### config.mk
export PLATFORM = sky130hd
export DESIGN_NAME = scalarExecUnit
export DESIGN_NICKNAME = d
export VERILOG_FILES = /design/src/verilog/tpuCmdPkg.sv /design/src/verilog/tpuDataPkg.sv /design/src/verilog/wbPort.sv /design/src/verilog/ringBuffer.sv /design/src/verilog/scalarAlu.sv /design/src/verilog/loadStoreLane.sv /design/src/verilog/writeBackSelect.sv /design/src/verilog/scalarExecUnit.sv
export SDC_FILE = /design/constraint.sdc
export NUM_CORES = 1
export LEC_CHECK = 0
export BUFFER_PORTS_ARGS = -buffer_cell sky130_fd_sc_hd__buf_2
export CAP_MARGIN = 20
export CORE_MARGIN = 2
export CORE_UTILIZATION = 60
export DETAILED_ROUTE_END_ITERATION = 10
export MAX_ROUTING_LAYER = met4
export PLACE_DENSITY = 0.87
export SYNTH_ARGS = -nofsm -noshare
export SYNTH_HDL_FRONTEND = slang
export SYNTH_SLANG_ARGS = --single-unit
### constraint.sdc
create_clock -name clock -period 14.23 [get_ports clock]
set_input_delay 2.846 -clock clock [delete_from_list [all_inputs] [get_ports clock]]
set_output_delay 2.846 -clock clock [all_outputs]
set_load 0.005 [all_outputs]
### src/verilog/tpuCmdPkg.sv
// Command side types for the scalar execution unit
// Issue numbers wrap at 16, so at most 15 results may be outstanding for
// the age rule to stay meaningful

package tpuCmdPkg;

	localparam int issueWidth = 4;				// Issue counter width
	localparam int indexWidth = 5;				// Register index width

	typedef logic [issueWidth-1:0] issueNo_t;
	typedef logic [indexWidth-1:0] index_t;

	typedef enum logic [1:0] {
		opAlu   = 2'b00,
		opMove  = 2'b01,
		opLoad  = 2'b10,
		opStore = 2'b11
	} opType_t;

	typedef enum logic [1:0] {
		aluAdd = 2'b00,						// Adds src3 as offset too
		aluSub = 2'b01,
		aluAnd = 2'b10,
		aluXor = 2'b11
	} aluOp_t;

	typedef struct packed {
		opType_t  opType;					// Command class
		aluOp_t   aluOp;
		logic     lane;						// 0 even, 1 odd
		index_t   dst;						// Write-back index
		issueNo_t issueNo;
	} command_t;

	// Age of a result relative to the current issue number, modulo 16
	function automatic issueNo_t age(issueNo_t current, issueNo_t issued);
		return current - issued;
	endfunction

endpackage

### src/verilog/tpuDataPkg.sv
// Data side types and queue depths
// Queue depths must be powers of two

package tpuDataPkg;

	localparam int dataWidth = 32;
	localparam int moveDepth = 8;				// Register-move queue
	localparam int lsDepth   = 4;				// Per-lane request queue

	typedef logic [dataWidth-1:0] data_t;

	typedef struct packed {
		tpuCmdPkg::index_t   index;
		tpuCmdPkg::issueNo_t issueNo;
		data_t               data;
	} wbEntry_t;

	typedef struct packed {
		tpuCmdPkg::command_t cmd;
		data_t               addr;			// src1 plus src3
		data_t               stData;			// src2
	} lsReq_t;

endpackage

### src/verilog/wbPort.sv
// One unit's pending result towards the write-back selector
// Source holds pending and entry until take is seen at a clock edge

interface wbPort;

	logic                 pending;
	tpuDataPkg::wbEntry_t entry;
	logic                 take;					// At most one port per cycle

	modport source (
		output pending, entry,
		input  take
	);

	modport sink (
		input  pending, entry,
		output take
	);

endinterface

### src/verilog/ringBuffer.sv
// Circular FIFO, dout shows the head without a read latency
// depth must be a power of two; a push while full is dropped unless a
// pop happens in the same cycle, a pop while empty is ignored

module ringBuffer #(
	parameter type TYPE  = logic [7:0],
	parameter int  depth = 4
)(
	input  logic clock,
	input  logic arstN,
	input  logic push,
	input  logic pop,
	input  TYPE  din,
	output TYPE  dout,
	output logic empty,
	output logic full
);

	TYPE                      mem [depth];
	logic [$clog2(depth)-1:0] rdPtr;
	logic [$clog2(depth)-1:0] wrPtr;
	logic [$clog2(depth):0]   count;
	logic                     doPush;
	logic                     doPop;

	assign doPop  = pop & ~empty;
	assign doPush = push & (~full | doPop);			// Full plus pop frees a slot

	always_ff @(posedge clock or negedge arstN) begin
		if (!arstN) begin
			rdPtr <= '0;
			wrPtr <= '0;
			count <= '0;
		end else begin
			if (doPush) wrPtr <= wrPtr + 1'b1;		// Wraps at depth
			if (doPop)  rdPtr <= rdPtr + 1'b1;
			case ({doPush, doPop})
				2'b10:   count <= count + 1'b1;
				2'b01:   count <= count - 1'b1;
				default: count <= count;
			endcase
		end
	end

	always_ff @(posedge clock) begin
		if (doPush) mem[wrPtr] <= din;
	end

	assign dout  = mem[rdPtr];
	assign empty = (count == '0);
	assign full  = (count == ($clog2(depth)+1)'(depth));

endmodule

### src/verilog/scalarAlu.sv
// Two-stage integer ALU, result held in an output register until taken
// A command is only accepted while stall is low and stage one can move on;
// the issuer must not send ALU work while two results are waiting

module scalarAlu (
	input  logic                 clock,
	input  logic                 arstN,
	input  logic                 stall,
	input  logic                 req,
	input  tpuCmdPkg::command_t  cmd,
	input  tpuDataPkg::data_t    src1,
	input  tpuDataPkg::data_t    src2,
	input  tpuDataPkg::data_t    src3,
	wbPort.source                result,
	output logic                 aluDone
);

	logic                s1Valid;
	tpuCmdPkg::aluOp_t   s1Op;
	tpuCmdPkg::index_t   s1Index;
	tpuCmdPkg::issueNo_t s1IssueNo;
	tpuDataPkg::data_t   s1A;
	tpuDataPkg::data_t   s1B;
	tpuDataPkg::data_t   s1C;
	tpuDataPkg::data_t   aluOut;
	logic                pendingQ;
	logic                advance;

	//////////////////////////////////////////////////////////////////////
	// Stage one, operand capture
	//////////////////////////////////////////////////////////////////////

	assign advance = s1Valid & ~stall & (~pendingQ | result.take);

	always_ff @(posedge clock or negedge arstN) begin
		if (!arstN) begin
			s1Valid <= 1'b0;
		end else if (!stall && (!s1Valid || advance)) begin
			s1Valid <= req;
		end
	end

	always_ff @(posedge clock) begin
		if (req && !stall && (!s1Valid || advance)) begin
			s1Op      <= cmd.aluOp;
			s1Index   <= cmd.dst;
			s1IssueNo <= cmd.issueNo;
			s1A       <= src1;
			s1B       <= src2;
			s1C       <= src3;
		end
	end

	//////////////////////////////////////////////////////////////////////
	// Stage two, compute and hold
	//////////////////////////////////////////////////////////////////////

	always_comb begin
		unique case (s1Op)
			tpuCmdPkg::aluAdd: aluOut = s1A + s1B + s1C;	// src3 as offset
			tpuCmdPkg::aluSub: aluOut = s1A - s1B;
			tpuCmdPkg::aluAnd: aluOut = s1A & s1B;
			tpuCmdPkg::aluXor: aluOut = s1A ^ s1B;
		endcase
	end

	always_ff @(posedge clock or negedge arstN) begin
		if (!arstN) begin
			pendingQ <= 1'b0;
			aluDone  <= 1'b0;
		end else begin
			aluDone <= advance;					// Same cycle as pending rises
			if (advance)          pendingQ <= 1'b1;
			else if (result.take) pendingQ <= 1'b0;
		end
	end

	always_ff @(posedge clock) begin
		if (advance) result.entry <= '{index: s1Index, issueNo: s1IssueNo, data: aluOut};
	end

	assign result.pending = pendingQ;

endmodule

### src/verilog/loadStoreLane.sv
// One load/store lane with a request queue and one access in flight
// Memory strobes follow ready/grant/endAccess, no address leaves the lane;
// ldStDone pulses for stores only, loads end with their write-back

module loadStoreLane (
	input  logic                clock,
	input  logic                arstN,
	input  logic                stall,
	input  logic                req,
	input  tpuCmdPkg::command_t cmd,
	input  tpuDataPkg::data_t   src1,
	input  tpuDataPkg::data_t   src2,
	input  tpuDataPkg::data_t   src3,
	output logic                ldSt,
	output tpuDataPkg::data_t   stData,
	input  tpuDataPkg::data_t   ldData,
	input  logic                ldReady,
	input  logic                ldGrant,
	input  logic                stReady,
	input  logic                stGrant,
	input  logic                endAccess,
	wbPort.source               result,
	output logic                ldStDone,
	output logic                ldStall,
	output logic                stStall
);

	typedef enum logic [1:0] {sIdle, sRequest, sAccess, sResult} state_t;

	state_t              state;
	tpuDataPkg::lsReq_t  head;
	logic                empty;
	logic                full;
	logic                dispatch;
	logic                granted;
	logic                isLoad;
	tpuCmdPkg::command_t curCmd;
	tpuDataPkg::data_t   curStData;

	ringBuffer #(
		.TYPE  (tpuDataPkg::lsReq_t),
		.depth (tpuDataPkg::lsDepth)
	) reqQueue (
		.clock (clock),
		.arstN (arstN),
		.push  (req),
		.pop   (dispatch),
		.din   ('{cmd: cmd, addr: src1 + src3, stData: src2}),
		.dout  (head),
		.empty (empty),
		.full  (full)
	);

	assign dispatch = (state == sIdle) & ~empty & ~stall;
	assign isLoad   = (curCmd.opType == tpuCmdPkg::opLoad);
	assign granted  = isLoad ? (ldGrant & ldReady) : (stGrant & stReady);

	//////////////////////////////////////////////////////////////////////
	// Access FSM
	//////////////////////////////////////////////////////////////////////

	always_ff @(posedge clock or negedge arstN) begin
		if (!arstN) begin
			state    <= sIdle;
			ldStDone <= 1'b0;
		end else begin
			ldStDone <= 1'b0;
			unique case (state)
				sIdle:    if (dispatch) state <= sRequest;
				sRequest: if (granted) state <= sAccess;	// Held until grant
				sAccess: begin
					if (endAccess) begin
						state    <= isLoad ? sResult : sIdle;
						ldStDone <= ~isLoad;
					end
				end
				sResult:  if (result.take) state <= sIdle;
			endcase
		end
	end

	always_ff @(posedge clock) begin
		if (dispatch) begin
			curCmd    <= head.cmd;
			curStData <= head.stData;
		end
		if (state == sAccess && endAccess)			// Load word sampled here
			result.entry <= '{index: curCmd.dst, issueNo: curCmd.issueNo, data: ldData};
	end

	assign ldSt           = (state == sRequest);
	assign stData         = curStData;
	assign result.pending = (state == sResult);
	assign ldStall        = full;
	assign stStall        = full;

endmodule

### src/verilog/writeBackSelect.sv
// Oldest-first write-back selector with a registered output
// Age ties resolve as move, alu, lane1, lane0

module writeBackSelect (
	input  logic                clock,
	input  logic                arstN,
	input  tpuCmdPkg::issueNo_t issueNo,
	wbPort.sink                 alu,
	wbPort.sink                 lane0,
	wbPort.sink                 lane1,
	wbPort.sink                 move,
	output logic                wbValid,
	output tpuCmdPkg::index_t   wbIndex,
	output tpuDataPkg::data_t   wbData,
	output tpuCmdPkg::issueNo_t wbIssueNo
);

	tpuDataPkg::wbEntry_t cand [4];				// In tie-break order
	logic [3:0]           candPend;
	logic                 found;
	logic [1:0]           sel;
	tpuCmdPkg::issueNo_t  bestAge;

	assign cand[0] = move.entry;
	assign cand[1] = alu.entry;
	assign cand[2] = lane1.entry;
	assign cand[3] = lane0.entry;
	assign candPend = {lane0.pending, lane1.pending, alu.pending, move.pending};

	always_comb begin
		found   = 1'b0;
		sel     = 2'd0;
		bestAge = '0;
		for (int i = 0; i < 4; i++) begin
			// Strictly older replaces, so earlier ports win ties
			if (candPend[i] &&
				(!found || tpuCmdPkg::age(issueNo, cand[i].issueNo) > bestAge)) begin
				found   = 1'b1;
				sel     = 2'(i);
				bestAge = tpuCmdPkg::age(issueNo, cand[i].issueNo);
			end
		end
	end

	assign move.take  = found & (sel == 2'd0);
	assign alu.take   = found & (sel == 2'd1);
	assign lane1.take = found & (sel == 2'd2);
	assign lane0.take = found & (sel == 2'd3);

	always_ff @(posedge clock or negedge arstN) begin
		if (!arstN) wbValid <= 1'b0;
		else        wbValid <= found;				// One cycle after take
	end

	always_ff @(posedge clock) begin
		if (found) begin
			wbIndex   <= cand[sel].index;
			wbData    <= cand[sel].data;
			wbIssueNo <= cand[sel].issueNo;
		end
	end

endmodule

### src/verilog/scalarExecUnit.sv
// Scalar execution unit top level, one write-back per cycle
// Move queue holds 8 entries with no stall flag, so the issuer keeps
// outstanding moves below that; ldStall and stStall cover both lanes

module scalarExecUnit (
	input  logic                clock,
	input  logic                arstN,
	input  logic                stall,
	input  logic                req,
	input  tpuCmdPkg::issueNo_t issueNo,
	input  tpuCmdPkg::command_t cmd,
	input  tpuDataPkg::data_t   src1,
	input  tpuDataPkg::data_t   src2,
	input  tpuDataPkg::data_t   src3,
	output logic [1:0]          ldSt,
	input  tpuDataPkg::data_t   ldData0,
	input  tpuDataPkg::data_t   ldData1,
	output tpuDataPkg::data_t   stData0,
	output tpuDataPkg::data_t   stData1,
	input  logic [1:0]          ldReady,
	input  logic [1:0]          ldGrant,
	input  logic [1:0]          stReady,
	input  logic [1:0]          stGrant,
	input  logic [1:0]          endAccess,
	output logic                wbValid,
	output tpuCmdPkg::index_t   wbIndex,
	output tpuDataPkg::data_t   wbData,
	output tpuCmdPkg::issueNo_t wbIssueNo,
	output logic                aluDone,
	output logic [1:0]          ldStDone,
	output logic                ldStall,
	output logic                stStall
);

	logic       aluReq;
	logic       moveReq;
	logic       isMem;
	logic [1:0] laneReq;
	logic [1:0] laneLdStall;
	logic [1:0] laneStStall;
	logic       moveEmpty;

	wbPort aluWb ();
	wbPort lane0Wb ();
	wbPort lane1Wb ();
	wbPort moveWb ();

	//////////////////////////////////////////////////////////////////////
	// Command class decode
	//////////////////////////////////////////////////////////////////////

	assign aluReq  = req & (cmd.opType == tpuCmdPkg::opAlu);
	assign moveReq = req & (cmd.opType == tpuCmdPkg::opMove);
	assign isMem   = (cmd.opType == tpuCmdPkg::opLoad) | (cmd.opType == tpuCmdPkg::opStore);
	assign laneReq = {req & isMem & cmd.lane, req & isMem & ~cmd.lane};

	assign ldStall = |laneLdStall;
	assign stStall = |laneStStall;

	scalarAlu aluUnit (
		.clock   (clock),
		.arstN   (arstN),
		.stall   (stall),
		.req     (aluReq),
		.cmd     (cmd),
		.src1    (src1),
		.src2    (src2),
		.src3    (src3),
		.result  (aluWb.source),
		.aluDone (aluDone)
	);

	loadStoreLane laneEven (
		.clock     (clock),
		.arstN     (arstN),
		.stall     (stall),
		.req       (laneReq[0]),
		.cmd       (cmd),
		.src1      (src1),
		.src2      (src2),
		.src3      (src3),
		.ldSt      (ldSt[0]),
		.stData    (stData0),
		.ldData    (ldData0),
		.ldReady   (ldReady[0]),
		.ldGrant   (ldGrant[0]),
		.stReady   (stReady[0]),
		.stGrant   (stGrant[0]),
		.endAccess (endAccess[0]),
		.result    (lane0Wb.source),
		.ldStDone  (ldStDone[0]),
		.ldStall   (laneLdStall[0]),
		.stStall   (laneStStall[0])
	);

	loadStoreLane laneOdd (
		.clock     (clock),
		.arstN     (arstN),
		.stall     (stall),
		.req       (laneReq[1]),
		.cmd       (cmd),
		.src1      (src1),
		.src2      (src2),
		.src3      (src3),
		.ldSt      (ldSt[1]),
		.stData    (stData1),
		.ldData    (ldData1),
		.ldReady   (ldReady[1]),
		.ldGrant   (ldGrant[1]),
		.stReady   (stReady[1]),
		.stGrant   (stGrant[1]),
		.endAccess (endAccess[1]),
		.result    (lane1Wb.source),
		.ldStDone  (ldStDone[1]),
		.ldStall   (laneLdStall[1]),
		.stStall   (laneStStall[1])
	);

	//////////////////////////////////////////////////////////////////////
	// Register moves, queued as finished write-back entries
	//////////////////////////////////////////////////////////////////////

	ringBuffer #(
		.TYPE  (tpuDataPkg::wbEntry_t),
		.depth (tpuDataPkg::moveDepth)
	) moveQueue (
		.clock (clock),
		.arstN (arstN),
		.push  (moveReq),
		.pop   (moveWb.take),					// Pops when selected
		.din   ('{index: cmd.dst, issueNo: cmd.issueNo, data: src1}),
		.dout  (moveWb.entry),
		.empty (moveEmpty),
		.full  ()
	);

	assign moveWb.pending = ~moveEmpty;

	writeBackSelect wbSelect (
		.clock     (clock),
		.arstN     (arstN),
		.issueNo   (issueNo),
		.alu       (aluWb.sink),
		.lane0     (lane0Wb.sink),
		.lane1     (lane1Wb.sink),
		.move      (moveWb.sink),
		.wbValid   (wbValid),
		.wbIndex   (wbIndex),
		.wbData    (wbData),
		.wbIssueNo (wbIssueNo)
	);

endmodule

==> flow_metrics.py <==
metrics = {
    "outcome": {
        "status": "completed",
    },
    "cts": {
        "cts.sinks": 1063,
        "hold_buffers": 0,
        "clockBufferDepth": 3,
        "cts_tree": "built",
        "cts_inserted_buffers": 102,
        "cts_max_level": 3,
        "insertion_delay_ps": 680,
        "root_buffer": "clkbuf_16",
        "clk_pin_slew_ps": 60,
        "post_cts_buffers": 0,
        "cts_resized": 0,
    },
    "critical_path": {
        "crit_type": "in -> reg",
        "max_stage_delay_ps": 600,
        "arrival_ps": 11080,
        "required_ps": 14770,
        "end_kind": "flop",
        "path_max_fanout": 61,
        "crit_family": "compound AO/OA/AOI/OAI gates",
        "path_common_cell": "o21a_1",
        "startpoint_type": "input port",
        "worst-path-buf-inv": 7,
        "cp_slowest_cell": "a21oi_4",
    },
    "timing": {
        "hold_viol": 0,
        "max-slew-margin-rel_pct": 32.1,
        "setup_ws_ps": 3690,
        "tns_ps": 0,
        "rsz0062_at_grt": "false",
        "period_needed_ps": 10540,
        "post-route-period-util_pct": 74.0,
        "fmax_mhz": 94.9,
        "setup_viol": 0,
        "skew_ps": 32.9,
        "tightest_slew_ps": 1020,
        "fin_hold_ws_ps": 406,
        "slew_violations": 0,
    },
    "place": {
        "pre_cts_ws_ps": 3160,
        "place_hpwl_um": 69500,
        "gp_congestion": 0.937,
        "io_buffer_count": 304,
    },
    "finish": {
        "fin_util_pct": 69.1,
        "multiInputGateArea_um2": 11600,
        "drive_gt1_share_pct": 25.8,
        "fillers": 4353,
        "area_growth_syn_to_layout_pct": 14.3,
        "fin_nets": 3126,
        "ff_latch_area_um2": 31800,
    },
    "power_and_ir_drop": {
        "peakVddDrop_mv": 0.177,
        "p_leak_nw": 17.6,
        "powerDensity_nw_per_um2": 189,
    },
    "synth": {
        "synthesis.nets": 2770,
        "synth_warnings": 0,
        "netlist_instances": 2409,
        "synth_cell_types": 73,
        "avgSynthCellArea_um2": 18.3,
        "synth_async_sr_flop_share_pct": 3.20,
        "synth_top_flop_cell": "edfxtp_1",
        "ys_seq_elements": 1063,
        "synth_area_um2": 44000,
        "synth-seq-area-share_pct": 72.2,
        "synth_edf_count": 1029,
    },
    "routing": {
        "wl_per_cell_um": 29.0,
        "drc_errors": 0,
        "drt_iter0_drc": 3131,
        "wirelength_um": 111000,
        "routed_via_density": 6.45,
        "drtAntennaViolNets": 0,
        "vias": 24700,
        "firstDrtPassIters": 6,
    },
    "floorplanning": {
        "die-height_um": 275,
        "start_util_pct": 60.5,
        "die-area_um2": 75500,
        "core_area_um2": 72700,
        "die_x_um": 275,
        "ios": 305,
        "std_cell_rows": 99,
    },
    "global_routing": {
        "first_global_vias": 24600,
        "gr-usage-all-layers_pct": 30.8,
        "gr-total-overflow": 0,
        "grt_pass1_wl_um": 163000,
        "grt_max_degree": 71,
        "antenna_found_initial": 21,
    },
    "hold_path": {
        "worstHoldPathType": "reg -> reg",
    },
    "job": {
        "drv_cap": 0,
    },
}
==> layout by cell type, fill, tap and decap left out, types with 12 or more instances in the layout <==
master     synthesis  layout
a211oi_1          21      21
a21o_1            27      27
a21oi_1           84      81
a22oi_1           36      36
a31oi_1           12      12
buf_2             11     304
buf_4              5      40
bufinv_16          0      14
clkbuf_16          0     102
clkinv_1           0      18
clkinv_2           0      25
dfrtp_1           34      27
diode_2            0      19
edfxtp_1        1029    1029
fa_1              40      40
ha_1             129     129
inv_1             84      83
mux2i_1           54      54
mux4_2           172     172
nand2_1          116     116
nand2b_1          17      17
nand3_1           24      23
nor2_1            91      82
nor2b_1           13      13
nor3_1            23      21
o211ai_1          14      14
o21a_1            13      13
o21ai_0           50      50
o221ai_1          33      33
xnor2_1           34      34
xor2_1            27      27
==> final cells by class <==
cell class | count | share of cell area, %
timing repair buffer | 344 | 3.62
clock inverter | 77 | 1.73
antenna | 19 | 0.0946
clock buffer | 112 | 5.15
tap | 959 | 2.39
inverter | 85 | 0.635
multi-input combinational | 1169 | 23.2
sequential | 1063 | 63.2
==> registers in the layout (all words and copies together) (netlist names), 5 cells and up <==
register               cells
moveQueue.mem            328
laneEven.reqQueue.mem    172
laneOdd.reqQueue.mem     172
aluUnit.result.entry      41
laneEven.result.entry     41
laneOdd.result.entry      41
aluUnit.s1A               32
aluUnit.s1B               32
aluUnit.s1C               32
laneEven.stData           32
laneOdd.stData            32
wbSelect.wbData           32
laneEven.curCmd           11
laneOdd.curCmd            11
aluUnit.s1Index            5
wbSelect.wbIndex           5
==> power by group <==
part / switching (mW) / total (mW) / internal (mW)
registers: 0.272 / 4.18 / 3.91
clock network: 1.20 / 2.79 / 1.59
logic: 1.42 / 2.51 / 1.09
total: 2.90 / 9.48 / 6.59
==> synth_stat cells, types with 33 or more instances <==
| cell type | n | area share [%] |
|---|---|---|
| edfxtp_1 | 1029 | 70 |
| mux4_2 | 172 | 8.8 |
| ha_1 | 129 | 3.7 |
| nand2_1 | 116 | 0.99 |
| nor2_1 | 91 | 0.78 |
| a21oi_1 | 84 | 0.96 |
| inv_1 | 84 | 0.72 |
| clkbuf_1 | 56 | 0.48 |
| mux2i_1 | 54 | 1.2 |
| o21ai_0 | 50 | 0.57 |
| fa_1 | 40 | 1.8 |
| a22oi_1 | 36 | 0.61 |
| dfrtp_1 | 34 | 1.9 |
| xnor2_1 | 34 | 0.68 |
| o221ai_1 | 33 | 0.66 |
==> worst reg2reg max path, delay by kind of cell (launching register included) <==
| kind | cells | cell delay (ps) |
|---|---|---|
| AOI/OAI and AO/OA | 18 | 3790 |
| xor gates and xnor gates | 2 | 340 |
| adders and majority gates | 5 | 1490 |
| buffers and inverters | 4 | 800 |
| DFF | 1 | 950 |
| muxes | 3 | 1430 |
| and+or+nand+nor | 5 | 1120 |
==> cells by family after synthesis <==
group           after synthesis  share of synthesized area, %
flops                      1063                          72.2
compound gates              363                          5.67
simple gates                343                          3.62
mux                         233                          10.2
buf+inv                     177                          1.58
fa+ha+maj                   169                          5.49
xor+xnor                     61                          1.21
==> per-layer routing <==
layer	vias to the layer above	wire (µm)	global-route usage, %
met5	-	0	-
met4	0	3110	8.28
met3	193	11500	5.24
met2	1620	55100	48.4
met1	12500	41300	42.3
li1	10400	-	-
==> worst paths after layout <==
path	from	endpoint	slack, ps	cells past startpoint
worst max-delay path	issueNo[0]	moveQueue.count[3]	3690	37
max in group asynchronous	arstN	laneEven.reqQueue.rdPtr[0]	11180	1
min in group asynchronous	arstN	wbSelect.wbValid	2300	1
worst max register to register	moveQueue.rdPtr[0]	moveQueue.count[3]	4180	37
worst min register to register	aluUnit.s1Index[2]	aluUnit.result.entry[38]	410	0
worst min-delay path	aluUnit.s1Index[2]	aluUnit.result.entry[38]	410	0
==> metrics by stage <==
stage | instances | cell area (µm²) | power (mW)
final | 3828 | 50300 | 9.48
after global routing | 3828 | 50300 | 9.84
after CTS | 3809 | 50200 | 9.50
after detailed placement | 3620 | 46800 | 6.69
after global placement | 3619 | 46800 | 6.56
after floorplan | 2409 | 44000 | 5.82
Note: power is estimated with default switching activity, not from simulation.
